==> config.mk <==
export PLATFORM = sky130hd
export DESIGN_NAME = processing_swappable
export DESIGN_NICKNAME = d
export VERILOG_FILES = /design/src/rtl/nabp_pkg.sv /design/src/rtl/shift_ctrl_if.sv /design/src/rtl/line_buffer.sv /design/src/rtl/mapper.sv /design/src/rtl/processing_swappable.sv /design/src/rtl/shifter.sv /design/src/rtl/state_control.sv
export SDC_FILE = /design/constraint.sdc
export NUM_CORES = 1
export LEC_CHECK = 0
export ABC_CLOCK_PERIOD_IN_PS = 4750
export CORE_MARGIN = 5
export CORE_UTILIZATION = 40
export DETAILED_ROUTE_END_ITERATION = 8
export DONT_BUFFER_PORTS = 1
export PLACE_DENSITY = 0.51
export SYNTH_ARGS = -nofsm -noshare
export SYNTH_HDL_FRONTEND = slang
export SYNTH_SLANG_ARGS = --single-unit
==> constraint.sdc <==
create_clock -name clk -period 4.75 [get_ports clk]
set_input_delay 0.475 -clock clk [delete_from_list [all_inputs] [get_ports clk]]
set_output_delay 0.475 -clock clk [all_outputs]
set_load 0.05 [all_outputs]
==> src/rtl/nabp_pkg.sv <==
package nabp_pkg;

    // filtered sample width
    localparam int DATA_W = 12;

    // projection line address width
    localparam int S_W = 8;

    // map accumulator, 8 integer bits over ACCU_FRAC fraction bits
    localparam int ACCU_W = 16;
    localparam int ACCU_FRAC = 8;

    // fill phase length width
    localparam int FILL_W = 8;

    typedef logic signed [DATA_W-1:0] data_t;

    typedef logic [S_W-1:0] s_val_t;

    typedef logic [ACCU_W-1:0] accu_t;

    typedef logic [FILL_W-1:0] fill_len_t;

endpackage

==> src/rtl/shift_ctrl_if.sv <==
interface shift_ctrl_if;
    import nabp_pkg::*;

    // kicks from state control, one cycle each
    logic fill_kick;
    logic shift_kick;

    // fill length, held for the iteration
    fill_len_t accu_base;

    // phase completion pulses back from the shifter
    logic fill_done;
    logic shift_done;

    modport ctrl (
        output fill_kick, shift_kick, accu_base,
        input fill_done, shift_done
    );

    modport shift (
        input fill_kick, shift_kick, accu_base,
        output fill_done, shift_done
    );

endinterface

==> src/rtl/line_buffer.sv <==
module line_buffer #(
    parameter int NO_PARTITIONS  = 4,
    parameter int PARTITION_SIZE = 4
) (
    input  logic                                 clk,
    input  logic                                 rst_n,
    input  logic                                 clear,
    input  logic                                 enable,
    input  nabp_pkg::data_t                      shift_in,
    output nabp_pkg::data_t [NO_PARTITIONS-1:0]  taps
);
    import nabp_pkg::*;

    localparam int CHAIN_LEN = (NO_PARTITIONS - 1) * PARTITION_SIZE;

    // enable lined up with the RAM read latency
    logic en_d;

    data_t                 tap0;
    data_t [CHAIN_LEN-1:0] chain;

    always_ff @(posedge clk or negedge rst_n) begin
        if (!rst_n) begin
            en_d <= 1'b0;
        end else begin
            en_d <= enable;
        end
    end

    always_ff @(posedge clk or negedge rst_n) begin
        if (!rst_n) begin
            tap0  <= '0;
            chain <= '0;
        end else if (clear) begin
            tap0  <= '0;
            chain <= '0;
        end else if (en_d) begin
            tap0     <= shift_in;
            chain[0] <= tap0;
            for (int j = 1; j < CHAIN_LEN; j++) begin
                chain[j] <= chain[j-1];
            end
        end
    end

    // every PARTITION_SIZE-th stage is a tap
    always_comb begin
        taps[0] = tap0;
        for (int i = 1; i < NO_PARTITIONS; i++) begin
            taps[i] = chain[i*PARTITION_SIZE-1];
        end
    end

endmodule

==> src/rtl/mapper.sv <==
module mapper (
    input  logic            clk,
    input  logic            rst_n,
    input  nabp_pkg::accu_t mp_accu_init,
    input  nabp_pkg::accu_t mp_accu_base,
    input  logic            sh_kick,
    input  logic            sh_shift_en,
    output nabp_pkg::s_val_t fr_s_val
);
    import nabp_pkg::*;

    accu_t accu;

    // accumulator wraps modulo 2^16
    always_ff @(posedge clk or negedge rst_n) begin
        if (!rst_n) begin
            accu <= '0;
        end else if (sh_kick) begin
            accu <= mp_accu_init;
        end else if (sh_shift_en) begin
            accu <= accu + mp_accu_base;
        end
    end

    // truncate the fraction
    assign fr_s_val = s_val_t'(accu >> ACCU_FRAC);

endmodule

==> src/rtl/processing_swappable.sv <==
module processing_swappable #(
    parameter int LINE_SIZE      = 16,
    parameter int NO_PARTITIONS  = 4,
    parameter int PARTITION_SIZE = 4
) (
    input  logic                                clk,
    input  logic                                rst_n,
    // from the swap controller
    input  nabp_pkg::fill_len_t                 sw_sh_accu_base,
    input  nabp_pkg::accu_t                     sw_mp_accu_init,
    input  nabp_pkg::accu_t                     sw_mp_accu_base,
    input  logic                                sw_swap_ack,
    input  logic                                sw_next_itr_ack,
    // filtered RAM read data
    input  nabp_pkg::data_t                     fr_val,
    // to the swap controller
    output logic                                sw_swap,
    output logic                                sw_next_itr,
    output logic                                sw_pe_en,
    // filtered RAM address
    output nabp_pkg::s_val_t                    fr_s_val,
    // one tap per processing element
    output nabp_pkg::data_t [NO_PARTITIONS-1:0] pe_taps
);
    import nabp_pkg::*;

    shift_ctrl_if sc_sh ();

    accu_t sc_mp_accu_init;
    accu_t sc_mp_accu_base;
    logic  sh_mp_kick;
    logic  sh_shift_en;

    state_control u_state_control (
        .clk             (clk),
        .rst_n           (rst_n),
        .sw_sh_accu_base (sw_sh_accu_base),
        .sw_mp_accu_init (sw_mp_accu_init),
        .sw_mp_accu_base (sw_mp_accu_base),
        .sw_swap_ack     (sw_swap_ack),
        .sw_next_itr_ack (sw_next_itr_ack),
        .sw_swap         (sw_swap),
        .sw_next_itr     (sw_next_itr),
        .sw_pe_en        (sw_pe_en),
        .sh              (sc_sh.ctrl),
        .mp_accu_init    (sc_mp_accu_init),
        .mp_accu_base    (sc_mp_accu_base)
    );

    shifter #(
        .LINE_SIZE (LINE_SIZE)
    ) u_shifter (
        .clk      (clk),
        .rst_n    (rst_n),
        .sc       (sc_sh.shift),
        .mp_kick  (sh_mp_kick),
        .shift_en (sh_shift_en)
    );

    mapper u_mapper (
        .clk          (clk),
        .rst_n        (rst_n),
        .mp_accu_init (sc_mp_accu_init),
        .mp_accu_base (sc_mp_accu_base),
        .sh_kick      (sh_mp_kick),
        .sh_shift_en  (sh_shift_en),
        .fr_s_val     (fr_s_val)
    );

    // cleared by the next-iteration ack
    line_buffer #(
        .NO_PARTITIONS  (NO_PARTITIONS),
        .PARTITION_SIZE (PARTITION_SIZE)
    ) u_line_buffer (
        .clk      (clk),
        .rst_n    (rst_n),
        .clear    (sw_next_itr_ack),
        .enable   (sh_shift_en),
        .shift_in (fr_val),
        .taps     (pe_taps)
    );

endmodule

==> src/rtl/shifter.sv <==
module shifter #(
    parameter int LINE_SIZE = 16
) (
    input  logic        clk,
    input  logic        rst_n,
    shift_ctrl_if.shift sc,
    output logic        mp_kick,
    output logic        shift_en
);
    import nabp_pkg::*;

    // remaining cycles of the running phase
    fill_len_t count;
    logic      in_shift;

    always_ff @(posedge clk or negedge rst_n) begin
        if (!rst_n) begin
            count         <= '0;
            in_shift      <= 1'b0;
            mp_kick       <= 1'b0;
            shift_en      <= 1'b0;
            sc.fill_done  <= 1'b0;
            sc.shift_done <= 1'b0;
        end else begin
            mp_kick       <= sc.fill_kick;
            sc.fill_done  <= 1'b0;
            sc.shift_done <= 1'b0;

            if (sc.fill_kick) begin
                // mapper loads next cycle, counting starts after that
                count    <= sc.accu_base;
                in_shift <= 1'b0;
            end else if (sc.shift_kick) begin
                count    <= fill_len_t'(LINE_SIZE);
                in_shift <= 1'b1;
                shift_en <= 1'b1;
            end else if (mp_kick) begin
                // empty fill phase is skipped
                if (count == '0) begin
                    sc.fill_done <= 1'b1;
                end else begin
                    shift_en <= 1'b1;
                end
            end else if (shift_en) begin
                count <= count - 1'b1;
                if (count == fill_len_t'(1)) begin
                    shift_en <= 1'b0;
                    if (in_shift) begin
                        sc.shift_done <= 1'b1;
                    end else begin
                        sc.fill_done <= 1'b1;
                    end
                end
            end
        end
    end

endmodule

==> src/rtl/state_control.sv <==
module state_control (
    input  logic               clk,
    input  logic               rst_n,
    input  nabp_pkg::fill_len_t sw_sh_accu_base,
    input  nabp_pkg::accu_t    sw_mp_accu_init,
    input  nabp_pkg::accu_t    sw_mp_accu_base,
    input  logic               sw_swap_ack,
    input  logic               sw_next_itr_ack,
    output logic               sw_swap,
    output logic               sw_next_itr,
    output logic               sw_pe_en,
    shift_ctrl_if.ctrl         sh,
    output nabp_pkg::accu_t    mp_accu_init,
    output nabp_pkg::accu_t    mp_accu_base
);
    import nabp_pkg::*;

    typedef enum logic [2:0] {
        S_IDLE,
        S_REQ_ITR,
        S_KICK_FILL,
        S_WAIT_FILL,
        S_KICK_SHIFT,
        S_SHIFT,
        S_REQ_SWAP
    } state_e;

    state_e state;
    state_e state_nxt;

    fill_len_t accu_base_q;
    accu_t     accu_init_q;
    accu_t     accu_step_q;

    always_ff @(posedge clk or negedge rst_n) begin
        if (!rst_n) begin
            state <= S_IDLE;
        end else begin
            state <= state_nxt;
        end
    end

    always_comb begin
        state_nxt = state;
        case (state)
            S_IDLE:       state_nxt = S_REQ_ITR;
            S_REQ_ITR:    if (sw_next_itr_ack) state_nxt = S_KICK_FILL;
            S_KICK_FILL:  state_nxt = S_WAIT_FILL;
            S_WAIT_FILL:  if (sh.fill_done) state_nxt = S_KICK_SHIFT;
            S_KICK_SHIFT: state_nxt = S_SHIFT;
            S_SHIFT:      if (sh.shift_done) state_nxt = S_REQ_SWAP;
            S_REQ_SWAP:   if (sw_swap_ack) state_nxt = S_REQ_ITR;
            default:      state_nxt = S_IDLE;
        endcase
    end

    // iteration parameters, captured in the ack cycle
    always_ff @(posedge clk) begin
        if (state == S_REQ_ITR && sw_next_itr_ack) begin
            accu_base_q <= sw_sh_accu_base;
            accu_init_q <= sw_mp_accu_init;
            accu_step_q <= sw_mp_accu_base;
        end
    end

    assign sw_next_itr = (state == S_REQ_ITR);
    assign sw_swap     = (state == S_REQ_SWAP);

    // done arrives the cycle after the last shift, so mask it out
    assign sw_pe_en = (state == S_SHIFT) && !sh.shift_done;

    assign sh.fill_kick  = (state == S_KICK_FILL);
    assign sh.shift_kick = (state == S_KICK_SHIFT);
    assign sh.accu_base  = accu_base_q;

    assign mp_accu_init = accu_init_q;
    assign mp_accu_base = accu_step_q;

endmodule
==> run metrics, run 1 <==
status=finished with violations; violated checks=hold timing; Finish-stage setup viols=0; share of layout cells above drive strength 1=slightly above 7%; Crit path required time=about 4.9 ns; Final Hold Fails=189; yosys warns=0; largest net degree at the start of global routing=190; leakage power=roughly 5.8 nW; synthesized cell area=a little over 0.01 sq mm; synthesized flop and latch total=around 230; Post-CTS Setup Bufs=0; Starting Density=around two fifths; 1st-iter DRT viols=~540; highest-delay cell along the critical path=and2_2; Hold-fix buffers, CTS=1; GP Congestion=between 0.8 and 0.9; simple-gate portion of the synthesized area=between 9 and 10%; commonest non-fill, non-tap cells in the layout=dfrtp_1, nor2_1, mux2i_1; Max-slew headroom=33.02%; Max FO, Critical Path=40; Slew @ Worst Pin=roughly 1.0 ns; CP top delay family=simple AND/OR/NAND/NOR gates; mux cell area share after synthesis=approximately 16%; EDFF count, synth=40; final WL=a little under 20 mm; cell area power density=between 600 and 700 mW/mm^2; CTS tree=built; Residual DRC=0; Max Cap Violations=0; Die Wd=~170 um; final setup margin=between 2 and 2.5 ns; sequential element share of the synthesized area=about three fifths; VDD IR-drop max=0.3992 mV; number of global-route vias before repair=6141; top_reg_cell synth=dfrtp_1; H-Tree Depth=1; total number of vias=about 6000; Crit path buffers/inverters=0; Root Driver=clkbuf_16; height of the die=169.4 um; syn avg cell area=11.68 sq um; gr ovfl total=0; # diodes=0; post-route insts no fill=around 1200; Layout area overhead=8.013%; vias per cell=around 5.1; post-synth cell types=52; WS Path Type=reg2reg; buffer depth of the longest clock path=3; Max Fclk=367.7 MHz; FP Rows=58; Cell Chain, Critical Path=nand2b_1 -> nor2_1 -> and2_2; dpl hpwl=roughly 12 mm; total CTS buffers=26; CP Capture Type=register; Clk Latency, worst-skew pair=0.53 ns; cell count after synthesis=870; CTS clock-pin slew for the worst setup and hold paths=0.06 ns; XOR/XNOR Fraction of Synth Area=under 10%; largest family of logic cells by synthesized area=multiplexers; commonest non-fill, non-tap cell in the layout=dfrtp_1; Setup crit start kind=register; WP data arrival=~2.9 ns; min Tclk post-route=approximately 2.7 ns; placed insts=~1100; first-pass GRT wire length=between 30 and 40 mm; DRT Pass-1 Iters=5; IO buf count=0; Worst Skew=roughly 0.014 ns; wire per inst=17.05 um; initial antenna violation count=1; Routed Antenna Nets=0; total power=0.006717 W; Final Util=~44%; Mapped Nets=945; max-slew violations=0; Top Ports=about 120; Die Area=~0.029 sq mm; area fraction in compound gates after synthesis=6.487%; core area=between 0.02 and 0.03 sq mm; crit-path max cell delay=between 0.8 and 0.9 ns; hold_ws=-0.3616 ns; final period utilization=57.25%; # resized after CTS=0; overall global routing resource usage=13.73%; setup_tns=0 ns; RSZ-0062 raised after global routing=no; post-synthesis async set-or-reset flop share=82.53%; worst slack, placed=slightly above 2 ns; number of nets in the layout=just under 900; CTS sink cnt=229; adder and majority cell fraction of the synthesized area=under 10%; HP Class=in2async
## synth_stat cells (9+ instances only)
master	n	area [sq um]
ha_1	18	225.2
a21oi_1	36	180.2
o21ai_0	25	125.1
edfxtp_1	40	1201
clkbuf_1	24	90.09
a22oi_1	9	67.56
nand2_1	25	93.84
buf_4	44	330.3
nor2_1	178	668.1
buf_2	23	115.1
mux2i_1	162	1622
dfrtp_1	189	4730
xnor2_1	9	78.83
## metrics by stage
step / instance area (sq um) / hold slack, ns
global placement: 10040 / 0.1857
finish: 10980 / -0.3616
CTS: 10980 / -0.3829
detailed placement: 10040 / 0.1865
floorplan: 10160 / 0.1794
global route: 10980 / -0.3928
## routing by layer
metal	share of wire [%]	wire (um)	global-route usage [%]	vias to the layer above
li1	-	-	-	2838
met1	43	8533	18.06	2908
met5	0.10	20	0	-
met2	47	9316	21.94	132
met3	6.6	1298	4.286	32
met4	2.6	521	4.235	2
## registers in the layout, summed over array words and instances (netlist names)
name	flops
u_state_control.state	3
u_line_buffer.chain	108
u_line_buffer.en_d	1
u_state_control.mp_accu_base	16
u_shifter.sc.shift_done	1
u_shifter.count	8
u_line_buffer.taps	36
u_shifter.in_shift	1
u_mapper.accu	16
u_state_control.mp_accu_init	16
u_shifter.shift_en	1
u_line_buffer.tap0	12
u_shifter.mp_kick	1
u_state_control.sh.accu_base	8
u_shifter.sc.fill_done	1
## area by class of cell
class	instances	area, sq um
Sequential cell	229	5934
Clock inverter	9	135.1
Clock buffer	39	779.5
Inverter	6	22.52
Timing Repair Buffer	2	40.04
Fill cell	2381	14130
Tap cell	330	412.9
Multi-Input combinational cell	540	3655
## power by group
group	switching (W)	internal, W
clock	0.000775	0.00130
combinational	0.000991	0.000825
sequential	0.000546	0.00229
## logic make-up after synthesis
family                   count (synthesis)
adder cells (fa/ha/maj)                 19
AO/OA/AOI/OAI                          106
buffers and inverters                  101
AND/OR/NAND/NOR                        239
flip-flops                             229
XOR/XNOR                                14
multiplexers                           162
## path summary, 6_finish.rpt
path / start / slack (ns) / cells after the start / endpoint
setup / recovery: u_state_control.state[0]$_DFFE_PN0P_ / 2.03 / 3 / u_state_control.mp_accu_base[1]$_DFFE_PP_
hold / removal: rst_n / -0.36 / 0 / u_line_buffer.taps[42]$_DFFE_PN0P_
setup reg to reg: u_state_control.state[0]$_DFFE_PN0P_ / 2.03 / 3 / u_state_control.mp_accu_base[1]$_DFFE_PP_
hold reg to reg: u_state_control.mp_accu_init[2]$_DFFE_PP_ / 0.46 / 2 / u_mapper.accu[2]$_DFFE_PN0P_
max in group asynchronous: rst_n / 4.78 / 0 / u_line_buffer.en_d$_DFF_PN0_
min in group clk: sw_next_itr_ack / 0.04 / 1 / u_line_buffer.chain[71]$_DFFE_PN0P_
No activity file was read; power rests on OpenSTA's default activity.
==> run 2: changes to the inputs <==
ABC_CLOCK_PERIOD_IN_PS = 2400   (was 4750)
PLACE_DENSITY = 0.53   (was 0.51)
clock period = 2.4 ns   (was 4.75 ns; I/O delays follow)
==> run 2 against run 1 <==
Net effect: the run still ends with hold timing left; critical path depth grew 5; core utilization grew 3.6 points; first-iteration DRC count shrank 15%; power grew 100%; die area is the same; hold slack lost 0.22 ns; cell count grew 7.6%; routed wire length grew 2.1%; sequential cell count is the same; non-clock buffer count grew 90; final area grew 8.2%; critical path type unchanged; largest power group unchanged.
==> run metrics, run 2 (same netlist as run 1, synthesis figures left out) <==
setup_tns=0 ns (unchanged); Die Area=0.02870 sq mm (unchanged); CTS sink cnt=229 (unchanged); buffer depth of the longest clock path=3 (unchanged); Gate power share=32.2% (+5.2 points); VDD IR-drop max=0.8707 mV (+120%); WP data arrival=2.65 ns (-0.21 ns); H-Tree Depth=1 (unchanged); WS Path Type=reg2reg; hold_ws=-0.5795 ns (-0.2179 ns); Residual DRC=0 (unchanged); share of layout cells above drive strength 1=8.434% (+1.3 points); overall global routing resource usage=13.95% (+0.22 points); Cell Chain, Critical Path=ha_2 -> fa_2 -> a21o_4 -> a311oi_4 -> o21bai_1 -> a21oi_1 -> xor2_1 -> o21ai_1; Sw Share=34.28% (-0.13 points); wire per inst=16.18 um (-5.1%); CP Capture Type=register; post-route insts no fill=1243 (+7.6%); Post-CTS Setup Bufs=0 (unchanged); Top Ports=115 (unchanged); max reg flops=108 (unchanged); RSZ-0062 raised after global routing=no; Starting Density=40.48% (unchanged); final WL=20.11 mm (+2.1%); Filler Cells Inserted=2307 (-3.1%); HP Class=in2async; total CTS buffers=26 (unchanged); Die Wd=169.4 um (unchanged); IO buf count=0 (unchanged); commonest non-fill, non-tap cell in the layout=dfrtp_1; Max Fclk=438.7 MHz (+19%); Slew @ Worst Pin=0.7216 ns (-0.2830 ns); total number of vias=6289 (+6.4%); highest-delay cell along the critical path=dfrtp_1; Clk Latency, worst-skew pair=0.52 ns (about the same); dpl hpwl=12.38 mm (+1.2%); status=finished with violations; max-slew violations=0 (unchanged); commonest non-fill, non-tap cells in the layout=dfrtp_1, nor2_1, mux2i_1; 1st-iter DRT viols=456 (-15%); Sequential Power Share=38.6% (-3.6 points); multi-input logic area=0.003680 sq mm (+0.68%); gr ovfl total=0 (unchanged); Max-slew headroom=51.79% (+19 points); Top reg by flops=u_line_buffer.chain; largest net degree at the start of global routing=190 (unchanged); internal power=0.008925 W (+100%); Max FO, Critical Path=3 (-93%); GP Congestion=0.8005 (-8.2%); initial antenna violation count=0 (-1); height of the die=169.4 um (unchanged); Max Cap Violations=0 (unchanged); Setup crit start kind=register; Crit path buffers/inverters=0 (unchanged); core area=0.02511 sq mm (unchanged); vias per cell=5.060 (-1.2%); CP top delay family=compound AO/OA/AOI/OAI gates; first-pass GRT wire length=33.53 mm (+2.0%); CTS tree=built; part of the power in the clock network=29.2% (-1.6 points); Hold-fix buffers, CTS=76 (+75); Worst Skew=0.008403 ns (-0.005414 ns); cell area power density=1143 mW/mm^2 (+87%); Root Driver=clkbuf_16; Crit path required time=2.78 ns (-2.11 ns); DRT Pass-1 Iters=4 (-1); Routed Antenna Nets=0 (unchanged); FP Rows=58 (unchanged); number of global-route vias before repair=6409 (+4.4%); final period utilization=94.97% (+38 points); CTS clock-pin slew for the worst setup and hold paths=0.06 ns (about the same); crit-path max cell delay=0.39 ns (-0.49 ns); Layout area overhead=16.90%; number of nets in the layout=970 (+10%); Final Hold Fails=189 (unchanged); Finish-stage setup viols=0 (unchanged); violated checks=hold timing; Net Sw Power=0.004656 W (+100%); placed insts=1121 (+1.4%); min Tclk post-route=2.279 ns (-0.4400 ns); # diodes=0 (unchanged); Reg area=0.005934 sq mm (unchanged); leakage power=6.219 nW (+8.1%)
## run 2: cell types whose count changed in the layout (fill, tap and decap cells not counted), moves of 2 or more
cell           delta
buf_12            +2
buf_4            +12
bufinv_16         -2
clkbuf_8          +2
clkinv_2          -3
dlygate4sd3_1    +75
inv_4             +2
## run 2: through the flow
stage / worst slack (ns) / utilization (%) / instance area (sq um) / total power, W
finish: 0.1207 / 47.32 / 11880 / 0.01358
global route: 0.001602 / 47.32 / 11880 / 0.01444
CTS: 0.002898 / 47.23 / 11860 / 0.01372
detailed placement: 0.01506 / 40.61 / 10200 / 0.009463
global placement: 0.07305 / 40.61 / 10200 / 0.009359
floorplan: 0.1752 / - / 10170 / 0.008708
## run 2: worst paths after layout
| check | start | to | slack (ns) | cells after the start |
|---|---|---|---|---|
| setup / recovery | u_mapper.accu[0]$_DFFE_PN0P_ | u_mapper.accu[8]$_DFFE_PN0P_ | 0.12 | 8 |
| hold / removal | rst_n | u_line_buffer.taps[40]$_DFFE_PN0P_ | -0.58 | 0 |
| setup reg to reg | u_mapper.accu[0]$_DFFE_PN0P_ | u_mapper.accu[8]$_DFFE_PN0P_ | 0.12 | 8 |
| hold reg to reg | u_shifter.shift_en$_DFFE_PN0P_ | u_line_buffer.en_d$_DFF_PN0_ | 0.45 | 0 |
| max in group asynchronous | rst_n | u_line_buffer.en_d$_DFF_PN0_ | 2.76 | 0 |
| min in group clk | sw_next_itr_ack | u_line_buffer.taps[35]$_DFFE_PN0P_ | 0.11 | 2 |
## run 2: power groups by stage
stage | registers, W | clock network (W) | logic, W
after floorplan | 0.00496 | 0 | 0.00375
after global placement | 0.00530 | 0 | 0.00406
after detailed placement | 0.00532 | 0 | 0.00415
after CTS | 0.00525 | 0.00412 | 0.00435
after global routing | 0.00531 | 0.00431 | 0.00482
final | 0.00524 | 0.00397 | 0.00437
## run 2: repair_timing
action	4_1_cts	5_1_grt
resized for setup	0	4
endpoints found under the setup margin	0	4
hold endpoints to repair	388	189
## run 2: layout make-up
class | count | area share [%]
Timing Repair Buffer | 92 | 7.982
Inverter | 6 | 0.1895
Clock buffer | 41 | 6.971
Tap cell | 330 | 3.475
Clock inverter | 5 | 0.4738
Sequential cell | 229 | 49.94
Multi-Input combinational cell | 540 | 30.97
## run 2: per-layer routing
metal / share of wire (%) / global-route usage [%] / wire (um)
met4: 2.1 / 3.360 / 423
met1: 43 / 18.08 / 8557
met2: 49 / 23.55 / 9865
met3: 6.3 / 3.704 / 1264
met5: 0 / 0 / 0
## run 2: worst register-to-register path: stages (launching register included)
cell and delay (ns):
dfrtp_1 0.39, ha_2 0.20, fa_2 0.38, a21o_4 0.25, a311oi_4 0.31, o21bai_1 0.15, a21oi_1 0.19, xor2_1 0.19
o21ai_1 0.08
